## config.mk

```make
export PLATFORM = sky130hd
export DESIGN_NAME = fetch_ctrl
export DESIGN_NICKNAME = d
export VERILOG_FILES = /design/src/logic/icache_pkg.sv /design/src/logic/fetch_ctrl.sv
export SDC_FILE = /design/constraint.sdc
export NUM_CORES = 1
export LEC_CHECK = 0
export ABC_AREA = 1
export BUFFER_PORTS_ARGS = -buffer_cell sky130_fd_sc_hd__buf_2
export CAP_MARGIN = 0
export CELL_PAD_IN_SITES_DETAIL_PLACEMENT = 0
export CELL_PAD_IN_SITES_GLOBAL_PLACEMENT = 1
export CORE_MARGIN = 10
export CORE_UTILIZATION = 32
export DETAILED_ROUTE_END_ITERATION = 8
export PLACE_DENSITY_LB_ADDON = 0.2
export SLEW_MARGIN = 40
export SYNTH_ARGS = -nofsm -noshare
export SYNTH_HDL_FRONTEND = slang
export SYNTH_SLANG_ARGS = --single-unit
```

## constraint.sdc

```tcl
create_clock -name clk_i -period 2.55 [get_ports clk_i]
set_input_delay 0.1275 -clock clk_i [delete_from_list [all_inputs] [get_ports clk_i]]
set_output_delay 0.1275 -clock clk_i [all_outputs]
set_load 0.02 [all_outputs]
```

## src/logic/icache_pkg.sv

```systemverilog
// Address, data and index types, CPU and memory channel structs, controller state encoding
package icache_pkg;

  //////////////////////////////////////////////////
  // Geometry
  //////////////////////////////////////////////////

  localparam int unsigned PhysAddrLen    = 32;
  localparam int unsigned LineOffsetBits = 6;
  localparam int unsigned BeatsPerLine   = 8;

  //////////////////////////////////////////////////
  // Widths with a meaning
  //////////////////////////////////////////////////

  typedef logic [PhysAddrLen-1:0]                phys_addr_t;
  typedef logic [PhysAddrLen-LineOffsetBits-1:0] line_addr_t;
  typedef logic [63:0]                           beat_data_t;
  typedef logic [31:0]                           instr_t;
  typedef logic [$clog2(BeatsPerLine)-1:0]       beat_idx_t;

  // CPU fetch request, flush set means invalidate everything
  typedef struct packed {
    phys_addr_t addr;
    logic       flush;
  } fetch_req_t;

  // Line request towards memory
  typedef struct packed {
    line_addr_t line_addr;
  } mem_req_t;

  // One refill beat from memory
  typedef struct packed {
    beat_data_t data;
  } mem_gnt_t;

  typedef enum logic [2:0] {
    StateSweep,
    StateIdle,
    StateLookup,
    StateRequest,
    StateFill,
    StateReplay,
    StateAnswer
  } ctrl_state_e;

endpackage

```

## src/logic/fetch_ctrl.sv

```systemverilog
// Cache controller FSM for lookup, miss request, refill, replay and invalidation sweep
module fetch_ctrl #(
  parameter  int unsigned SetsWidth = 6,
  localparam int unsigned IdxWidth  = (SetsWidth > 3) ? SetsWidth : 3
) (
  input  logic                   clk_i,
  input  logic                   rst_ni,
  input  logic                   req_valid_i,
  input  icache_pkg::fetch_req_t req_i,
  output logic                   resp_valid_o,
  output logic                   flush_done_o,
  output logic                   mem_req_valid_o,
  output icache_pkg::mem_req_t   mem_req_o,
  input  logic                   mem_req_ready_i,
  input  logic                   mem_gnt_valid_i,
  output logic                   mem_gnt_ready_o,
  output logic                   cnt_clear_o,
  output logic                   cnt_step_o,
  output logic                   cnt_sweep_o,
  input  logic [IdxWidth-1:0]    cnt_index_i,
  input  logic                   cnt_last_i,
  output logic                   rd_en_o,
  output icache_pkg::phys_addr_t rd_addr_o,
  output logic                   tag_we_o,
  output logic                   tag_valid_o,
  output logic                   data_we_o,
  output logic [SetsWidth-1:0]   wr_set_o,
  output icache_pkg::beat_idx_t  wr_beat_o,
  input  logic                   hit_i
);

  icache_pkg::ctrl_state_e state_q, state_d;
  icache_pkg::fetch_req_t  req_q;

  //////////////////////////////////////////////////
  // Next state and control strobes
  //////////////////////////////////////////////////

  always_comb begin
    state_d         = state_q;
    cnt_clear_o     = 1'b0;
    cnt_step_o      = 1'b0;
    rd_en_o         = 1'b0;
    tag_we_o        = 1'b0;
    tag_valid_o     = 1'b0;
    data_we_o       = 1'b0;
    resp_valid_o    = 1'b0;
    flush_done_o    = 1'b0;
    mem_req_valid_o = 1'b0;
    mem_gnt_ready_o = 1'b0;

    unique case (state_q)
      // Invalidate one set per cycle, all ways at once
      icache_pkg::StateSweep: begin
        tag_we_o   = 1'b1;
        cnt_step_o = 1'b1;
        if (cnt_last_i) begin
          // Only a requested flush is acknowledged
          flush_done_o = req_q.flush;
          state_d      = icache_pkg::StateIdle;
        end
      end
      icache_pkg::StateIdle: begin
        if (req_valid_i) begin
          if (req_i.flush) begin
            cnt_clear_o = 1'b1;
            state_d     = icache_pkg::StateSweep;
          end else begin
            state_d = icache_pkg::StateLookup;
          end
        end
      end
      icache_pkg::StateLookup, icache_pkg::StateReplay: begin
        rd_en_o = 1'b1;
        state_d = icache_pkg::StateAnswer;
      end
      icache_pkg::StateAnswer: begin
        if (hit_i) begin
          resp_valid_o = 1'b1;
          state_d      = icache_pkg::StateIdle;
        end else begin
          // Beat index starts from zero for the refill
          cnt_clear_o = 1'b1;
          state_d     = icache_pkg::StateRequest;
        end
      end
      icache_pkg::StateRequest: begin
        mem_req_valid_o = 1'b1;
        if (mem_req_ready_i) begin
          state_d = icache_pkg::StateFill;
        end
      end
      icache_pkg::StateFill: begin
        mem_gnt_ready_o = 1'b1;
        if (mem_gnt_valid_i) begin
          data_we_o  = 1'b1;
          cnt_step_o = 1'b1;
          // Tag goes valid together with the last beat
          if (cnt_last_i) begin
            tag_we_o    = 1'b1;
            tag_valid_o = 1'b1;
            state_d     = icache_pkg::StateReplay;
          end
        end
      end
      default: state_d = icache_pkg::StateIdle;
    endcase
  end

  assign cnt_sweep_o = (state_q == icache_pkg::StateSweep);
  assign rd_addr_o   = req_q.addr;
  assign mem_req_o.line_addr =
      req_q.addr[icache_pkg::PhysAddrLen-1:icache_pkg::LineOffsetBits];

  // Sweep walks the counter, a refill writes the set of the fetch address
  assign wr_set_o  = cnt_sweep_o ? cnt_index_i[SetsWidth-1:0]
                                 : req_q.addr[icache_pkg::LineOffsetBits +: SetsWidth];
  assign wr_beat_o = cnt_index_i[$bits(icache_pkg::beat_idx_t)-1:0];

  always_ff @(posedge clk_i or negedge rst_ni) begin
    if (!rst_ni) begin
      state_q <= icache_pkg::StateSweep;
      req_q   <= '0;
    end else begin
      state_q <= state_d;
      if (state_q == icache_pkg::StateIdle && req_valid_i) begin
        req_q <= req_i;
      end
    end
  end

  //////////////////////////////////////////////////
  // Protocol checks
  //////////////////////////////////////////////////

  // Line request is held unchanged until memory takes it
  a_req_stable: assert property (@(posedge clk_i) disable iff (!rst_ni)
      mem_req_valid_o && !mem_req_ready_i |=> mem_req_valid_o && $stable(mem_req_o))
    else $error("mem_req_o changed while waiting for ready");

  // CPU must wait for the response or the flush-done pulse
  a_req_idle: assert property (@(posedge clk_i) disable iff (!rst_ni)
      req_valid_i |-> state_q == icache_pkg::StateIdle)
    else $error("CPU request outside idle");

endmodule

```

==> Yosys cells after proc, flatten, opt, wreduce, memory -nomap -nowiden <==
Index checks and enable logic that the tools add are counted.
{ "op_classes": {"n_eq_ne": 11, "mux": 27, "n_reduce_logical": 4} }
{ "ops": {"columns": ["op", "count"], "rows": [
  ["$pmux 3 s6", 1],
  ["$mux 1", 15],
  ["$mux 3", 5],
  ["$eq 3x3->1 const B", 3],
  ["$ne 2x2->1 const B", 4],
  ["$eq 3x2->1 const B", 2],
  ["$mux 6", 1],
  ["$pmux 1 s2", 3],
  ["$reduce_and 5->1", 1],
  ["$mux 2", 2],
  ["$eq 3x1->1 const B", 1],
  ["$logic_not 3->1", 1],
  ["$ne 2x1->1 const B", 1],
  ["$reduce_or 2->1", 1],
  ["$logic_and 1x1->1", 1]
]} }
{ "word_totals": {"regBits": 36, "out_inout_bits": 78, "wordCells": 45} }

==> Depth between registers and ports, before layout <==
Gate-level depths: netlist of the first run.
{ "logic_depth": {"ltp_word": 3, "mapped_depth": 8, "depth_no_buf": 7} }

==> Least setup slack after synthesis of the first run <==
Ideal clock, no wire load.
{ "synth_path": {"kind": "register to output", "startpoint": "register state_q[0]", "endpoint": "output tag_we_o", "arrival_ns": 1.287, "path_slack_ns": 1.135, "path_stages_with_launch": 6, "path_cell_list": "dfrtp_1 -> nor2_2 -> nand2_1 -> nor2_1 -> nand2_1 -> nand2_1"} }
{ "synth_between": {"elab_chain_len": 2, "word_cells_on_any_way": 3, "classes_between": "1 x eq/ne; 1 x mux; 1 x reduce/logical"} }
{ "synth_rtl": {"columns": ["element", "line_no", "rtl"], "rows": [
  ["start: declaration", "fetch_ctrl.sv:32", "icache_pkg::ctrl_state_e state_q, state_d;"],
  ["start signal: assignment", "fetch_ctrl.sv:122", "state_q <= icache_pkg::StateSweep;"],
  ["start signal: assignment", "fetch_ctrl.sv:125", "state_q <= state_d;"],
  ["$eq 3x3->1 / $logic_not 3->1 (equally long branches)", "fetch_ctrl.sv:52", "unique case (state_q)"],
  ["$pmux 1 s2 *", "fetch_ctrl.sv:52", null],
  ["end: declaration", "fetch_ctrl.sv:24", "output logic tag_we_o,"]
]} }
Mark *: on every way between the ends. The rest lies on a longest branch, timed or not.

==> Worst setup path after layout of the first run <==
{ "layout_path": {"startpoint": "register state_q[1]", "endpoint": "output cnt_clear_o"} }
{ "layout_between": {"elab_chain_len": 2, "word_cells_on_any_way": 3, "classes_between": "2 x eq/ne; 1 x mux"} }
{ "layout_rtl": {"columns": ["element", "line_no", "rtl"], "rows": [
  ["$eq 3x3->1 / $eq 3x1->1 (equally long branches)", "fetch_ctrl.sv:52", null],
  ["$pmux 1 s2 *", "fetch_ctrl.sv:52", null],
  ["end: declaration", "fetch_ctrl.sv:17", "output logic cnt_clear_o,"]
]} }
Marks and branches as above.

==> results of run 1 <==
[final cells by class]
class                   count  area share (%)
well taps                  77           3.992
repair buffers            124           26.02
clock buffers               7           3.577
clock inverters             1          0.3110
multi-input cells         157           26.18
flip-flops and latches     36           37.33
inverters                  16           2.592
[sequential cells by signal, summed over array words and instances, names as in the netlist]
| register | count |
|---|---|
| rd_addr_o | 32 |
| req_q | 1 |
| state_q | 3 |
[worst paths after layout]
kind	end	slack, ns	cells past startpoint
max	cnt_clear_o	0.46	8
min	rd_addr_o[8]$_DFFE_PN0P_	0.03	3
max reg2reg	req_q[0]$_DFFE_PN0P_	0.93	7
min reg2reg	rd_addr_o[0]$_DFFE_PN0P_	0.48	2
max in group asynchronous	rd_addr_o[22]$_DFFE_PN0P_	1.86	2
min in group asynchronous	rd_addr_o[8]$_DFFE_PN0P_	0.35	2
[Yosys cell counts]
master and number:
nor3_1 1, buf_6 3, nor3_2 1, inv_4 1, o21ai_0 1, nor2_4 1
o21ai_1 1, buf_4 62, a21oi_1 1, nand4_1 1, inv_1 13, nor2_2 2
nand3b_1 1, buf_2 3, nand2_4 1, nand2_1 138, inv_2 2, nor2_1 4
nand3_1 4, dfrtp_1 36
[per-layer routing]
layer	GRT usage, %	up-vias
met4	2.251	0
met3	6.671	5
met5	0	-
li1	-	893
met2	15.97	87
met1	12.24	722
[report_power, final]
group / switching [mW] / internal (mW)
Clock: 0.206 / 0.220
Combinational: 1.39 / 0.629
Sequential: 0.216 / 0.836
[metrics by stage]
stage	setup slack [ns]	hold slack (ns)	cells	utilization, %
4_1_cts	0.3984	0.02467	418	37.79
3_5_place_dp	0.7204	0.1298	409	36.17
3_3_place_gp	0.7205	0.2837	409	36.13
2_1_floorplan	1.135	-0.1681	277	-
6_report	0.4570	0.03319	418	37.79
5_1_grt	0.2194	0.02915	418	37.79
[worst min-delay path, stage by stage]
cell     delay (ns)
buf_2          0.07
nand2_1        0.04
nand2_1        0.04
[logic make-up (layout without fill, tap and decap cells)]
family / count (synthesis) / after routing / synth area share [%]
buffers and inverters: 84 / 148 / 27.34
and+or+nand+nor: 154 / 154 / 29.24
AOI/OAI and AO/OA: 3 / 3 / 0.7111
DFF: 36 / 36 / 42.70
[what timing repair did]
item                                   in CTS  in global routing
endpoints found under the hold margin      36                  0
hold buffers                                1                  0
buffers inserted                            0                  0
==> flow_summary.ini, run 1 <==
[floorplanning]
initial_utilization_pct = 33.03
dieArea_um2 = 10240
die-width_um = 101.2
pin_count = 124
dieHeight_um = 101.2
rows = 29
coreArea_um2 = 6386

[global_route]
gr-usage-all-layers_pct = 10.50
antenna_found_initial = 1
grt_pass1_wl_um = 8901
grt_pass1_vias = 1827
grt_overflow_total = 0
grt_max_degree = 37

[clocking]
cts_buffers = 5
cts.htree.levels = 2
path_clk_slew_ns = 0.08
cts-resized-gates = 0
cts.sinks = 36
cts_tree = built
clockBufferDepth = 2
clkLatencyLatePin_ns = 0.28
cts-root-buf = clkbuf_8

[worst_setup_path]
arrival_ns = 1.97
worstPathMaxFanout = 34
cp_top_family = simple AND/OR/NAND/NOR gates
path_class = flop to output pin
slowest_stage = dfrtp_1
cp.required_ns = 2.42
path_buf_inv = 3
end_kind = output pin
crit_path_start = state_q[1]$_DFFE_PN0P_
start_kind = flop
rr_startpoint = state_q[1]$_DFFE_PN0P_
crit_top_cell = nand2_1
slowest_delay_ns = 0.44
crit_chain = inv_1 -> nand2_1 -> nor2_2 -> nand2_4 -> inv_4 -> nand2_1 -> nand2_1 -> buf_2

[pwr]
cellPowerDensity_nw_per_um2 = 1448
total_power_mw = 3.496
leakage_nw = 1.564
ir_drop_v = 0.0004589

[logic_synthesis]
synth_cell_types = 20
synth-seq-area-share_pct = 42.70
synth_largest_area_cell = dfrtp_1
syn_nets = 323
yosysWarningCount = 0
syn-cell-area_um2 = 2110
synth.ff_latch_count = 36
synth_top_cell_area_share_pct = 42.70
synth.avg_cell_area_um2 = 7.616
ys_top_cells_by_area = dfrtp_1 (43%), nand2_1 (25%), buf_4 (22%), inv_1 (2.3%), buf_6 (1.6%)
postSynthCellCount = 277

[cells_and_area]
seqCellArea_um2 = 900.9
n_fill_cell = 688
final_cell_mix = nand2_1 (138), buf_2 (122), dfrtp_1 (36)
num-nets-final = 386
multiInputGateArea_um2 = 631.9
drive_gt1_share_pct = 40.47
area_delta_synth_final_pct = 14.41
layout_commonest_cell = nand2_1
final_area_um2 = 2414
num_antenna_cells = 0

[sta]
max_slew.worst_pin.slew_ns = 0.4856
drv_slew = 0
finalClockSkew_ns = 0.006346
rsz0062_at_grt = no
slew_headroom_pct = 67.63
report.final.setup_viol = 0
hold_viol = 0
max_freq_mhz = 477.8
finalCritPeriodShare_pct = 82.08
totalNegativeSetupSlack_ns = 0
fin_crit_ns = 2.093

[routing]
drc = 0
vias = 1707
dr.max_layer_used = met4
postRouteAntennaNets = 0
wl_met1_um = 2474
met2_wirelength_um = 2287
wirelength_um = 5604
via_per_inst = 4.084
avgRoutedWirePerCell_um = 13.41
met3WireLength_um = 804
first_iter_violations = 41
first_pass_iters = 6

[place]
placed_area_um2 = 2310
dp_hpwl_um = 4337
portBuffers = 123
gp_congestion = 0.7257

[hold_path]
min-delay-start = req_i[9]
hold_class = input pin to flop

[status]
status = finished, final reports clean

[run]
maxCapViolations = 0
(Power assumes the default switching activity.)
==> inputs of run 2 (changes only) <==
--- a/config.mk
+++ b/config.mk
@@ -11,7 +11,7 @@
 export CELL_PAD_IN_SITES_DETAIL_PLACEMENT = 0
 export CELL_PAD_IN_SITES_GLOBAL_PLACEMENT = 1
 export CORE_MARGIN = 10
-export CORE_UTILIZATION = 32
+export CORE_UTILIZATION = 27
 export DETAILED_ROUTE_END_ITERATION = 8
 export PLACE_DENSITY_LB_ADDON = 0.2
 export SLEW_MARGIN = 40
==> constraint.sdc (replaced) <==
create_clock -name clk_i -period 1.9 [get_ports clk_i]
set_input_delay 0.095 -clock clk_i [delete_from_list [all_inputs] [get_ports clk_i]]
set_output_delay 0.095 -clock clk_i [all_outputs]
set_load 0.02 [all_outputs]
==> flow_summary.ini, run 2 (same netlist as run 1, synthesis figures left out) <==
[floorplanning]
dieArea_um2 = 11750
die-width_um = 108.4
dieHeight_um = 108.4
pin_count = 124
rows = 32
initial_utilization_pct = 27.59
coreArea_um2 = 7647

[sta]
max_freq_mhz = 603.1
max_slew.worst_pin.slew_ns = 0.4739
finalClockSkew_ns = 0.004098
finalCritPeriodShare_pct = 87.27
totalNegativeSetupSlack_ns = 0
rsz0062_at_grt = no
worst_hold_slack_ns = 0.01235
fin_crit_ns = 1.658
hold_viol = 0
slew_headroom_pct = 68.41
report.final.setup_viol = 0
setup_ws_ns = 0.2418
drv_slew = 0

[cells_and_area]
num_antenna_cells = 0
drive_gt1_share_pct = 39.33
layout.cells.non_filler = 458
layout_commonest_cell = nand2_1
final_cell_mix = nand2_1 (138), buf_2 (123), dfrtp_1 (36)
utilization_pct = 33.72
largest_reg_flops = 32
num-nets-final = 402
area_delta_synth_final_pct = 22.24
n_fill_cell = 854

[run]
maxCapViolations = 0

[global_route]
grtUsageMet3_pct = 5.057
grt_pass1_vias = 1939
gr-usage-all-layers_pct = 9.764
antenna_found_initial = 0
use_met1_pct = 11.82
grtUsageMet2_pct = 15.09
grt_pass1_wl_um = 9370
grt_overflow_total = 0
grt_max_degree = 37
gr-max-usage-layer = met2

[routing]
wirelength_um = 5848
drc = 0
vias = 1797
via_per_inst = 3.924
postRouteAntennaNets = 0
first_iter_violations = 43
first_pass_iters = 4
avgRoutedWirePerCell_um = 12.77

[place]
dp_hpwl_um = 4379
pre_cts_ws_ns = 0.4347
portBuffers = 123
dp.cells = 437
gp_congestion = 0.7384

[pwr]
ir_drop_v = 0.0006586
leakage_nw = 1.628
cellPowerDensity_nw_per_um2 = 1809

[worst_setup_path]
slowest_stage = dfrtp_1
path_class = flop to output pin
end_kind = output pin
start_kind = flop
cp.required_ns = 1.80
crit_chain = nor2_2 -> inv_2 -> nor2_4 -> inv_2 -> nor3_2 -> buf_2
worstPathMaxFanout = 8
crit_top_cell = inv_2
slowest_delay_ns = 0.43
path_buf_inv = 3
arrival_ns = 1.56
cp_top_family = simple AND/OR/NAND/NOR gates

[clocking]
cts.htree.levels = 2
cts_buffers = 5
clkLatencyLatePin_ns = 0.28
clockBufferDepth = 2
path_clk_slew_ns = 0.07
cts-root-buf = clkbuf_8
cts-resized-gates = 0
cts_tree = built
cts.sinks = 36

[status]
status = finished, final reports clean

[hold_path]
hold_class = input pin to flop
[run 2: changes by cell type in the layout (fill, tap and decap cells not counted), sizes merged]
cell         delta
buf             +3
clkbuf          -1
clkinv          +1
clkinvlp        -1
dlygate4sd3    +13
[run 2: path summary, 6_finish.rpt]
kind | cells after the start | startpoint | slack, ns | endpoint
min in group asynchronous | 3 | rst_ni | 0.40 | rd_addr_o[21]$_DFFE_PN0P_
min reg2reg | 2 | rd_addr_o[4]$_DFFE_PN0P_ | 0.48 | rd_addr_o[4]$_DFFE_PN0P_
max reg2reg | 6 | state_q[2]$_DFFE_PN0P_ | 0.47 | rd_addr_o[2]$_DFFE_PN0P_
max | 6 | state_q[0]$_DFFE_PN0P_ | 0.24 | flush_done_o
min | 3 | req_i[22] | 0.01 | rd_addr_o[21]$_DFFE_PN0P_
max in group asynchronous | 3 | rst_ni | 1.16 | rd_addr_o[12]$_DFFE_PN0P_
[run 2: metrics by stage]
stage | instance area, um2 | total power, mW
after floorplan | 2110 | 3.983
after global placement | 2361 | 4.208
after detailed placement | 2361 | 4.217
after CTS | 2569 | 4.787
after global routing | 2579 | 5.123
final | 2579 | 4.666
[run 2: cell type report]
cell class	count	area [um2]	area share, %
well taps	102	127.6	4.949
clock buffers	6	72.57	2.814
flip-flops and latches	36	900.9	34.93
inverters	16	62.56	2.426
repair buffers	140	778.2	30.18
multi-input cells	157	631.9	24.50
clock inverters	1	5.005	0.1941
[run 2: worst register-to-register path: stages, from the launching register on]
cell and delay, ns:
dfrtp_1 0.51, nor2_2 0.23, nand2_4 0.07, inv_4 0.05, buf_4 0.33, nand2_1 0.11, nand2_1 0.07
[run 2: what timing repair did]
item / 4_1_cts / 5_1_grt
hold endpoints to repair: 48 / 1
buffers inserted: 0 / 0
hold buffers: 13 / 1
[run 2: power breakdown]
part | internal, mW | switching, mW | total, mW
combinational | 0.875 | 1.87 | 2.75
clock | 0.249 | 0.255 | 0.505
sequential | 1.12 | 0.293 | 1.42
[run 2: routing by layer]
layer,up-vias,share of wire (%)
li1,920,-
met1,784,46
met2,88,41
met3,5,13
met4,0,0.79
met5,-,0
