`src/logic/icache_pkg.sv`:
```
// Address, data and index types, CPU and memory channel structs, controller state encoding
package icache_pkg;

  //////////////////////////////////////////////////
  // Geometry
  //////////////////////////////////////////////////

  localparam int unsigned PhysAddrLen    = 32;
  localparam int unsigned LineOffsetBits = 6;
  localparam int unsigned BeatsPerLine   = 8;

  //////////////////////////////////////////////////
  // Widths with a meaning
  //////////////////////////////////////////////////

  typedef logic [PhysAddrLen-1:0]                phys_addr_t;
  typedef logic [PhysAddrLen-LineOffsetBits-1:0] line_addr_t;
  typedef logic [63:0]                           beat_data_t;
  typedef logic [31:0]                           instr_t;
  typedef logic [$clog2(BeatsPerLine)-1:0]       beat_idx_t;

  // CPU fetch request, flush set means invalidate everything
  typedef struct packed {
    phys_addr_t addr;
    logic       flush;
  } fetch_req_t;

  // Line request towards memory
  typedef struct packed {
    line_addr_t line_addr;
  } mem_req_t;

  // One refill beat from memory
  typedef struct packed {
    beat_data_t data;
  } mem_gnt_t;

  typedef enum logic [2:0] {
    StateSweep,
    StateIdle,
    StateLookup,
    StateRequest,
    StateFill,
    StateReplay,
    StateAnswer
  } ctrl_state_e;

endpackage

```
`src/logic/line_index_counter.sv`:
```
// Shared beat and set counter with last flag, plus the pseudo-FIFO victim pointer
module line_index_counter #(
  parameter  int unsigned WaysWidth = 2,
  parameter  int unsigned SetsWidth = 6,
  localparam int unsigned IdxWidth  = (SetsWidth > 3) ? SetsWidth : 3
) (
  input  logic                 clk_i,
  input  logic                 rst_ni,
  input  logic                 clear_i,
  input  logic                 step_i,
  input  logic                 sweep_i,
  input  logic                 miss_i,
  output logic [IdxWidth-1:0]  index_o,
  output logic                 last_o,
  output logic [WaysWidth-1:0] victim_o
);

  localparam logic [IdxWidth-1:0] LastBeat = IdxWidth'(icache_pkg::BeatsPerLine - 1);
  localparam logic [IdxWidth-1:0] LastSet  = IdxWidth'((2 ** SetsWidth) - 1);

  logic [IdxWidth-1:0]  index_q;
  logic [WaysWidth-1:0] victim_q;

  //////////////////////////////////////////////////
  // Index counter
  //////////////////////////////////////////////////

  always_ff @(posedge clk_i or negedge rst_ni) begin
    if (!rst_ni) begin
      index_q <= '0;
    end else if (clear_i) begin
      index_q <= '0;
    end else if (step_i) begin
      index_q <= index_q + 1'b1;
    end
  end

  // Sweep counts sets, otherwise beats of a line
  assign last_o  = sweep_i ? (index_q == LastSet) : (index_q == LastBeat);
  assign index_o = index_q;

  //////////////////////////////////////////////////
  // Victim pointer
  //////////////////////////////////////////////////

  // Wraps naturally modulo the number of ways
  always_ff @(posedge clk_i or negedge rst_ni) begin
    if (!rst_ni) begin
      victim_q <= '0;
    end else if (miss_i) begin
      victim_q <= victim_q + 1'b1;
    end
  end

  assign victim_o = victim_q;

  // Controller leaves the counting state on the final count
  a_no_step_past_last: assert property (@(posedge clk_i) disable iff (!rst_ni)
      step_i && last_o |=> !step_i)
    else $error("counter stepped past its last count");

endmodule

```
`config.mk`:
```
export PLATFORM = sky130hd
export DESIGN_NAME = line_index_counter
export DESIGN_NICKNAME = d
export VERILOG_FILES = /design/src/logic/icache_pkg.sv /design/src/logic/line_index_counter.sv
export SDC_FILE = /design/constraint.sdc
export NUM_CORES = 1
export LEC_CHECK = 0
export BUFFER_PORTS_ARGS = -buffer_cell sky130_fd_sc_hd__clkbuf_2
export CAP_MARGIN = 20
export CORE_AREA = 2 2 39 41
export CTS_BUF_LIST = sky130_fd_sc_hd__clkbuf_8
export DETAILED_ROUTE_END_ITERATION = 10
export DIE_AREA = 0 0 41 43
export SYNTH_ARGS = -nofsm -noshare
export SYNTH_HDL_FRONTEND = slang
export SYNTH_SLANG_ARGS = --single-unit
```
`constraint.sdc`:
```
create_clock -name clk_i -period 3.5 [get_ports clk_i]
set_clock_uncertainty 0.2 [all_clocks]
set_input_delay 0.35 -clock clk_i [delete_from_list [all_inputs] [get_ports clk_i]]
set_output_delay 0.35 -clock clk_i [all_outputs]
set_load 0.005 [all_outputs]
```
After elaboration in Yosys (flattened, before gate mapping). Index checks and enable logic that the tools add are counted.

Register bits: 8. Latch bits: 0. RAM bits: 0. Memory bits (read-only): 0. Output and inout bits: 9. Memories kept: 0.

Add/sub/neg operators: 2. $mul: 0. Divide/modulo/power cells: 0. Order comparisons: 0. Eq/ne operators: 2. Shift operators: 0. Mux-type cells: 3. Bitwise gates (word level): 0. Reduce and logical (&&, ||, !) cells: 1.

Operators with widths (number): 6-bit 2-to-1 mux (2); 6-bit by 1-bit adder with 6-bit output, second input constant (1); 6-bit by 3-bit == test with 1-bit output, second input constant (1); 6-bit == test, second input constant (1); 2-bit by 1-bit adder with 2-bit output, second input constant (1); 2-bit nonzero test (1); 1-bit 2-to-1 mux (1).

Logic depth before layout (Yosys ltp). Gate-level depths: netlist of the first run.

Depth in word-level cells: 3. Gate-level depth with buffers: 4.

Worst setup path before layout of the first run. OpenSTA, ideal clock, no wires.

Path type: register -> output. Start: register index_q[4], in the netlist index_o[4]. End: output port last_o. Arrival time: 1.095 ns. Data required time: 2.950 ns. Slack: 1.855 ns. Cell stages (with the launch flop): 3. Cell sequence: dfrtp_1 or4_1 a21oi_1.

Longest elaborated chain between the ends: 2. Elaborated cells between the ends (all ways): 3. Those cells by class: eq/ne: 2; mux: 1.

RTL lines: start: declaration (line line_index_counter.sv:21) `logic [IdxWidth-1:0] index_q;`; start signal: assignment (line line_index_counter.sv:34) `index_q <= index_q + 1'b1;`; 6-bit by 3-bit == test with 1-bit output / 6-bit == test (equally long branches) (line line_index_counter.sv:39) `assign last_o = sweep_i ? (index_q == LastSet) : (index_q == LastBeat);`; 1-bit 2-to-1 mux (*) (line line_index_counter.sv:39); end: declaration (line line_index_counter.sv:14) `output logic last_o,`.

Mark *: on every way between the ends. The rest lies on a longest branch, timed or not.

Final worst setup path of the first run. Same ends and word-level chain as after synthesis.

==> results of run 1 <==
[state kept, by name, summed over array words and instances, names as in the netlist]
register	cells
index_o	6
victim_o	2
[worst max-delay path, cell delays in order (launching register included)]
cell and delay [ns]:
dfrtp_1 0.41, or4_1 0.53, a21oi_1 0.15, clkbuf_2 0.13
[through the flow]
| stage | setup slack, ns | instances | hold WS (ns) |
|---|---|---|---|
| final | 1.51 | 67 | 0.127 |
| after global placement | 1.77 | 63 | 0.00549 |
| after floorplan | 1.85 | 33 | -0.146 |
| after CTS | 1.49 | 67 | 0.120 |
| after detailed placement | 1.74 | 63 | 0.00978 |
| after global routing | 1.41 | 67 | 0.137 |
[where the power goes]
| part | internal (mW) | leakage [nW] | total, mW | switching, mW |
|---|---|---|---|---|
| logic | 0.0241 | 0.125 | 0.0421 | 0.0180 |
| clock network | 0.0741 | 0.0216 | 0.106 | 0.0317 |
| registers | 0.108 | 0.106 | 0.120 | 0.0119 |
| total | 0.206 | 0.252 | 0.268 | 0.0616 |
[metal layers]
layer,track usage [%],vias up,wire [microns]
met4,10.0,0,0
met5,0,-,0
met1,11.3,133,328
li1,-,150,-
met3,3.66,0,58
met2,13.4,11,305
[final cells by class]
type | count | area share (%)
Sequential cell | 8 | 39.7
Timing Repair Buffer | 15 | 15.9
Tap cell | 16 | 3.97
Multi-Input combinational cell | 25 | 32.3
Clock buffer | 3 | 8.19
[cells by family (layout without fill, tap and decap cells)]
logic type / count (synthesis) / in the layout
AO/OA/AOI/OAI: 3 / 3
XOR/XNOR: 6 / 6
adder cells (fa/ha/maj): 1 / 1
buffers and inverters: 0 / 18
flip-flops: 8 / 8
multiplexers: 1 / 1
AND/OR/NAND/NOR: 14 / 14
[cell usage in the layout (no fill, tap or decap)]
master,count
clkbuf_2,14
nor2_1,5
mux2i_1,1
dlygate4sd3_1,1
ha_1,1
nand4_1,2
dfrtp_1,8
nand4_2,1
or3_1,1
clkbuf_8,3
xnor2_1,2
or4_1,1
xor2_1,4
o21ai_0,1
a21oi_1,2
nand2_1,4
[how the worst min path moves through the flow]
stage,from,end,depth (start not counted)
2_1_floorplan,rst_ni,index_o[0]$_DFFE_PN0P_,0
3_3_place_gp,rst_ni,index_o[4]$_DFFE_PN0P_,1
3_5_place_dp,rst_ni,index_o[4]$_DFFE_PN0P_,1
4_1_cts,miss_i,victim_o[0]$_DFFE_PN0P_,2
5_1_grt,miss_i,victim_o[0]$_DFFE_PN0P_,2
6_report,miss_i,victim_o[0]$_DFFE_PN0P_,2
[repair_timing]
item,4_1_cts,5_1_grt
setup endpoints to repair,0,0
hold buffers,1,0
hold endpoints to repair,8,0
==> metrics.csv, run 1 <==
metric,value,unit
Final Core Density,36.4,%
multi-input logic area,163,sq um
WP data arrival,1.44,ns
area of the die,0.00176,sq mm
DPL Wire Length,532,microns
grt total ovfl,0,
routed wire length,693,microns
initial antenna violation count,0,
drt pass-1 iters,2,
syn nets,40,
Post-DP Area,453,sq um
number of global-route vias before repair,287,
Synth Area in Compound Gates,4.14,%
fin. max-slew vios,0,
kind of critical path,flop to output port,
max-cap viol count,0,
register area,200,sq um
Routed Antenna Nets,0,
Relative slew margins,86.7,%
clk slew on worst S/H paths,0.04,ns
Site Rows,14,
r2r worst-path depth,3,
Setup crit end,last_o,
Die H,43,microns
RR Startpoint,index_o[2]$_DFFE_PN0P_,
RSZ-0062 raised after global routing,no,
"Gates resized, CTS repair",0,
Reg2Reg Setup Slack,2.18,ns
critical path data required time,2.95,ns
final hold violation count,0,
Critical Path Source,index_o[4]$_DFFE_PN0P_,
cts bufs inserted,3,
Synth-to-Final Area Change,39.0,%
Adder-Cell Fraction of Synth Area,3.45,%
Startpoint Class,flop,
simple-gate area share of the yosys netlist,20.0,%
Synth area leader,dfrtp_1,
"FF+latch count, synth",8,
nets,60,
LEAKAGE,0.252,nW
status,"finished, final reports clean",
H-tree Lvls,1,
final worst-path cycle share,56.9,%
synthesized area,363,sq um
post-route cell area,504,sq um
fraction of layout cells with a size suffix above 1,35.3,%
placer congestion estimate,0.653,
reg2reg end,index_o[5]$_DFFE_PN0P_,
Sum Neg Setup Slack,0,ns
effective utilization at floorplan,26.2,%
"Max FO, Critical Path",5,
"top cells by area, synth","dfrtp_1, xor2_1, nor2_1",
synth warn,0,
post-synth cell types,13,
sequential area share after synthesis,55.2,%
Post-synth EDFFs,0,
prevailing post-synth register cell,dfrtp_1,
DR WL/cell,10.3,microns
ys async rst share,100,%
Synth top area share,55.2,%
All-Layer GR Usage,10.0,%
Final Power,268,uW
XOR/XNOR share of the synthesized area,14.5,%
Post-synth top cells,"dfrtp_1, nor2_1, nand2_1, xor2_1",
deepest clock path buffer count,2,
largest net degree at the start of global routing,9,
Post-Syn Instances,33,
TritonCTS Sinks,8,
fill count,144,
setup bufs post-CTS,0,
Initial DRC Count,2,
boundary pin count,15,
vias per inst,4.39,
post-synthesis mux area share,2.76,%
CTS tree,done,
Max rail drop VDD,0.000191,V
antenna diode count,0,
Root Driver,clkbuf_8,
IO Port Bufs,14,
largest family of logic cells by synthesized area,simple AND/OR/NAND/NOR gates,
worst skew pair latency,0.22,ns
FMAX,0.502,GHz
Min-Delay Path Class,input port to flop,
Crit. End Element,output port,
via count of the routed design,294,
Final min period,1.99,ns
first-pass GRT wire length,1100,microns
# setup viols final,0,
"count leader, synth",dfrtp_1,
die width,41,microns
PD cells,531,mW/mm^2
Worst-Margin Slew,0.200,ns
Synth Area per Inst,11.0,sq um
Placeable Area,0.00138,sq mm
DRC,0,
Note: power is estimated with default switching activity, not from simulation.
==> run 2, diff against run 1 <==
- clock period: 3.5 -> 2 ns (I/O delays scaled with it)
==> run 2 against run 1 <==
Net effect:
- worst hold slack got worse by 0.098 ns
- first-iteration DRC count shrank 100%
- flip-flop and latch count stayed put
- critical path type unchanged
- largest power group unchanged
==> metrics.csv, run 2 (synthesized netlist as in run 1, its figures left out) <==
metric,value,unit,change
status,"finished, final reports clean",,unchanged
placer congestion estimate,0.655,,was 0.653
Site Rows,14,,unchanged
vias per inst,4.51,,was 4.39
FMAX,0.545,GHz,
"slowest stage delay, CP",0.51,ns,was 0.53 ns
Crit. End Element,output port,,unchanged
DR WL/cell,10.8,microns,was 10.3 microns
fin cells,68,,was 67
area of the die,0.00176,sq mm,unchanged
"Gates resized, CTS repair",0,,unchanged
number of global-route vias before repair,299,,was 287
TritonCTS Sinks,8,,unchanged
routed wire length,732,microns,was 693 microns
worst skew pair latency,0.22,ns,about the same
fill count,158,,was 144
Die H,43,microns,unchanged
Routed Antenna Nets,0,,unchanged
multi-input logic area,163,sq um,unchanged
clk slew on worst S/H paths,0.04,ns,about the same
Worst-Margin Slew,0.202,ns,was 0.200 ns
max-cap viol count,0,,unchanged
IO Port Bufs,14,,unchanged
largest net degree at the start of global routing,9,,unchanged
PD cells,917,mW/mm^2,was 531 mW/mm^2
Placeable Area,0.00138,sq mm,unchanged
WP data arrival,1.44,ns,about the same
Min-Delay Path Class,input port to flop,,unchanged
drt pass-1 iters,1,,was 2
Relative slew margins,86.5,%,was 86.7%
boundary pin count,15,,unchanged
"commonest non-fill, non-tap cell in the layout",clkbuf_2,,unchanged
RSZ-0062 raised after global routing,no,,unchanged
Fin Hold WS,0.0289,ns,was 0.127 ns
first-pass GRT wire length,1210,microns,was 1100 microns
Root Driver,clkbuf_8,,unchanged
fraction of layout cells with a size suffix above 1,34.6,%,was 35.3%
via count of the routed design,307,,was 294
Startpoint Class,flop,,unchanged
Initial DRC Count,0,,was 2
All-Layer GR Usage,10.9,%,was 10.0%
LEAKAGE,0.256,nW,was 0.252 nW
Final Power,472,uW,was 268 uW
fin. max-slew vios,0,,unchanged
deepest clock path buffer count,2,,unchanged
CP Cell Sequence,or4_1 > a21oi_1 > clkbuf_2,,unchanged
grt total ovfl,0,,unchanged
DRC,0,,unchanged
kind of critical path,flop to output port,,unchanged
CTS tree,done,,unchanged
DPL Wire Length,558,microns,was 532 microns
"Max stage delay cell, worst path",or4_1,,unchanged
Max rail drop VDD,0.000324,V,was 0.000191 V
nets,61,,was 60
critical path's top delay family,simple AND/OR/NAND/NOR gates,,unchanged
initial antenna violation count,0,,unchanged
cts bufs inserted,3,,unchanged
"Buf+Inv Stages, Crit Path",1,,unchanged
die width,41,microns,unchanged
Synth-to-Final Area Change,41.7,%,was 39.0%
final worst-path cycle share,91.8,%,
H-tree Lvls,1,,unchanged
# setup viols final,0,,unchanged
Final Core Density,37.2,%,was 36.4%
final hold violation count,0,,unchanged
Final min period,1.84,ns,
register area,200,sq um,unchanged
effective utilization at floorplan,26.2,%,unchanged
"Max FO, Critical Path",6,,was 5
most frequent cells in the layout,"clkbuf_2, dfrtp_1, nor2_1, nand2_1, xor2_1",,unchanged
critical path data required time,1.60,ns,was 2.95 ns
Largest register FFs,6,,unchanged
antenna diode count,0,,unchanged
Sum Neg Setup Slack,0,ns,unchanged
placed cells,63,,unchanged
-- run 2: final cells by class --
cell class	instances	share of cell area, %
multi-input cells	25	31.6
well taps	16	3.89
flip-flops and latches	8	38.9
clock buffers	3	8.03
repair buffers	16	17.5
-- run 2: stage by stage --
step | cell area [sq um] | setup slack, ns
floorplan | 363 | 0.505
global placement | 453 | 0.419
detailed placement | 453 | 0.392
CTS | 514 | 0.148
global route | 514 | 0.0442
finish | 514 | 0.164
-- run 2: where the power goes --
part	switching [mW]	internal, mW
clock	0.0575	0.130
sequential	0.0207	0.189
combinational	0.0318	0.0434
-- run 2: path summary, 6_finish.rpt --
kind | startpoint | endpoint | slack (ns) | cells past startpoint
setup / recovery | index_o[3]$_DFFE_PN0P_ | last_o | 0.16 | 3
hold / removal | clear_i | index_o[0]$_DFFE_PN0P_ | 0.03 | 2
setup reg to reg | index_o[0]$_DFFE_PN0P_ | index_o[5]$_DFFE_PN0P_ | 0.69 | 3
hold reg to reg | victim_o[1]$_DFFE_PN0P_ | victim_o[1]$_DFFE_PN0P_ | 0.26 | 1
max in group asynchronous | rst_ni | victim_o[0]$_DFFE_PN0P_ | 1.26 | 2
min in group asynchronous | rst_ni | index_o[1]$_DFFE_PN0P_ | 0.16 | 2
-- run 2: repair_timing --
action | 4_1_cts | 5_1_grt
setup endpoints to repair | 0 | 0
buffers inserted | 0 | 0
endpoints found under the hold margin | 9 | 0
hold buffers | 2 | 0
-- run 2: layer usage --
| metal | wire length, microns | global-route usage [%] | vias to the layer above |
|---|---|---|---|
| li1 | - | - | 152 |
| met1 | 343 | 12.6 | 144 |
| met2 | 321 | 14.1 | 11 |
| met3 | 67 | 4.71 | 0 |
| met4 | 0 | 10.0 | 0 |
| met5 | 0 | 0 | - |
==> run 3, diff against run 2 <==
- ABC_AREA: unset -> 1
==> run 3 against run 2 <==
Net effect:
- first-iteration DRC count grew 2
- clock-buffer cell count is the same
- highest routed layer is now met4
- total power grew 0.21%
- worst hold slack gained 0.048 ns
- die area is the same
- clock power is essentially flat
- sequential share of layout area shrank 3.9 points
- largest cell class unchanged
==> metrics.csv, run 3 <==
metric,value,unit,change
status,"finished, final reports clean",,unchanged
drt pass-1 iters,2,,was 1
FMAX,0.629,GHz,was 0.545 GHz
die width,41,microns,unchanged
"top cells by area, synth","dfrtp_1, nand2_1, nand3_1",,"was dfrtp_1, xor2_1, nor2_1"
DR WL/cell,9.66,microns,was 10.8 microns
Routed Antenna Nets,0,,unchanged
Adder-Cell Fraction of Synth Area,2.98,%,was 3.45%
syn nets,60,,was 40
Max rail drop VDD,0.000508,V,was 0.000324 V
kind of critical path,flop to output port,,unchanged
fraction of layout cells with a size suffix above 1,31.9,%,was 34.6%
Largest register FFs,6,,unchanged
H-tree Lvls,1,,unchanged
synthesized area,420,sq um,was 363 sq um
Placeable Area,0.00138,sq mm,unchanged
RR Startpoint,index_o[1]$_DFFE_PN0P_,,was index_o[0]$_DFFE_PN0P_
setup bufs post-CTS,0,,unchanged
Post-Syn Instances,53,,was 33
WP data arrival,1.19,ns,was 1.44 ns
Initial DRC Count,2,,was 0
Crit. End Element,output port,,unchanged
Root Driver,clkbuf_8,,unchanged
Fin Hold WS,0.0770,ns,was 0.0289 ns
boundary pin count,15,,unchanged
DPL Wire Length,709,microns,was 558 microns
grt total ovfl,0,,unchanged
CP Cell Sequence,ha_1 > nand2_1 > a21oi_1 > clkbuf_2,,was or4_1 > a21oi_1 > clkbuf_2
Sum Neg Setup Slack,0,ns,unchanged
critical path's top delay family,flip-flops,,was simple AND/OR/NAND/NOR gates
PD cells,827,mW/mm^2,was 917 mW/mm^2
sequential area share after synthesis,47.6,%,was 55.2%
Synth Area in Compound Gates,8.04,%,was 4.14%
M1 GR Usage,13.0,%,was 12.6%
Worst-Margin Slew,0.218,ns,was 0.202 ns
Reg2Reg Setup Slack,0.66,ns,was 0.69 ns
worst skew pair latency,0.22,ns,about the same
IO Port Bufs,14,,unchanged
post-synthesis mux area share,0,%,was 2.76%
largest net degree at the start of global routing,9,,unchanged
TritonCTS Sinks,8,,unchanged
placed cells,83,,was 63
max-cap viol count,0,,unchanged
final worst-path cycle share,79.5,%,was 91.8%
cts bufs inserted,3,,unchanged
Critical Path Source,index_o[1]$_DFFE_PN0P_,,was index_o[3]$_DFFE_PN0P_
final hold violation count,0,,unchanged
clk slew on worst S/H paths,0.04,ns,about the same
r2r worst-path depth,6,,was 3
grt met2 use,18.1,%,was 14.1%
Synth area leader,dfrtp_1,,unchanged
"FF+latch count, synth",8,,unchanged
deepest clock path buffer count,2,,unchanged
prevailing post-synth register cell,dfrtp_1,,unchanged
initial antenna violation count,0,,unchanged
All-Layer GR Usage,12.0,%,was 10.9%
fin. max-slew vios,0,,unchanged
Levels on crit path,4,,was 3
Site Rows,14,,unchanged
first-pass GRT wire length,1350,microns,was 1210 microns
most frequent cells in the layout,"clkbuf_2, nand2_1, dfrtp_1, inv_1, nand3_1",,"was clkbuf_2, dfrtp_1, nor2_1, nand2_1, xor2_1"
Startpoint Class,flop,,unchanged
placer congestion estimate,0.763,,was 0.655
"Max FO, Critical Path",5,,was 6
Synth-to-Final Area Change,36.0,%,was 41.7%
via count of the routed design,378,,was 307
post-synth cell types,16,,was 13
Post-synth top cells,"nand2_1, dfrtp_1, inv_1, nand3_1, nor2_1",,"was dfrtp_1, nor2_1, nand2_1, xor2_1"
synth warn,0,,unchanged
ys async rst share,100,%,unchanged
Relative slew margins,85.5,%,was 86.5%
reg2reg end,index_o[4]$_DFFE_PN0P_,,was index_o[5]$_DFFE_PN0P_
"count leader, synth",nand2_1,,was dfrtp_1
nets,81,,was 61
Final Core Density,41.3,%,was 37.2%
Final min period,1.59,ns,was 1.84 ns
area of the die,0.00176,sq mm,unchanged
fill count,149,,was 158
Synth top area share,47.6,%,was 55.2%
"Max stage delay cell, worst path",dfrtp_1,,was or4_1
XOR/XNOR share of the synthesized area,4.17,%,was 14.5%
routed wire length,850,microns,was 732 microns
Min-Delay Path Class,input port to flop,,unchanged
Setup crit end,last_o,,unchanged
RSZ-0062 raised after global routing,no,,unchanged
LEAKAGE,0.308,nW,was 0.256 nW
vias per inst,4.30,,was 4.51
antenna diode count,0,,unchanged
Final Power,473,uW,was 472 uW
"commonest non-fill, non-tap cell in the layout",clkbuf_2,,unchanged
DRC,0,,unchanged
effective utilization at floorplan,30.4,%,was 26.2%
"Gates resized, CTS repair",0,,unchanged
fin cells,88,,was 68
Post-synth EDFFs,0,,unchanged
CTS tree,done,,unchanged
"Buf+Inv Stages, Crit Path",1,,unchanged
simple-gate area share of the yosys netlist,29.2,%,was 20.0%
GRT Max-Usage Layer,met2,,unchanged
number of global-route vias before repair,342,,was 299
critical path data required time,1.60,ns,about the same
Die H,43,microns,unchanged
largest family of logic cells by synthesized area,simple AND/OR/NAND/NOR gates,,unchanged
met3 usage,3.14,%,was 4.71%
# setup viols final,0,,unchanged
"slowest stage delay, CP",0.40,ns,was 0.51 ns
Synth Area per Inst,7.93,sq um,was 11.0 sq um
## run 3: routing by layer
metal,part of all wire [%],vias to the layer above
met5,0,-
met4,2.2,0
met3,3.4,2
met2,46,9
met1,48,156
li1,-,211
## run 3: final cells by class
| type | instances | area [sq um] | area share, % |
|---|---|---|---|
| Sequential cell | 8 | 200 | 35.0 |
| Multi-Input combinational cell | 36 | 186 | 32.6 |
| Timing Repair Buffer | 16 | 90.1 | 15.8 |
| Clock buffer | 3 | 41.3 | 7.22 |
| Inverter | 9 | 33.8 | 5.91 |
| Tap cell | 16 | 20.0 | 3.50 |
## run 3: cell families (layout without fill, tap and decap cells)
kind of cell | after synthesis | after routing
adders and majority gates | 1 | 1
and+or+nand+nor | 27 | 27
AOI/OAI and AO/OA | 6 | 6
buffers and inverters | 9 | 28
xor gates and xnor gates | 2 | 2
DFF | 8 | 8
## run 3: repair_timing
item | CTS | global route
hold buffers | 2 | 0
hold endpoints to repair | 9 | 0
endpoints found under the setup margin | 0 | 0
## run 3: per-stage QoR
stage	worst slack, ns	instance area [sq um]
after floorplan	0.722	420
after global placement	0.673	510
after detailed placement	0.646	510
after CTS	0.399	572
after global routing	0.302	572
final	0.411	572
## run 3: worst min path at each step
stage          startpoint  depth (start not counted)                     end  slack, ns
4_1_cts            step_i                          3  index_o[1]$_DFFE_PN0P_       0.07
6_report           step_i                          3  index_o[1]$_DFFE_PN0P_       0.08
5_1_grt            step_i                          3  index_o[1]$_DFFE_PN0P_       0.09
3_5_place_dp       rst_ni                          1  index_o[0]$_DFFE_PN0P_      -0.14
2_1_floorplan      rst_ni                          0  index_o[0]$_DFFE_PN0P_      -0.30
3_3_place_gp       rst_ni                          1  index_o[0]$_DFFE_PN0P_      -0.14
## run 3: where the power goes
| part | switching (mW) | internal [mW] |
|---|---|---|
| sequential | 0.0215 | 0.188 |
| clock | 0.0558 | 0.130 |
| combinational | 0.0354 | 0.0423 |
| total | 0.113 | 0.360 |
## run 3: worst min-delay path, cell delays in order
cell	delay, ns
clkbuf_2	0.12
nand3_1	0.09
nand2_1	0.05
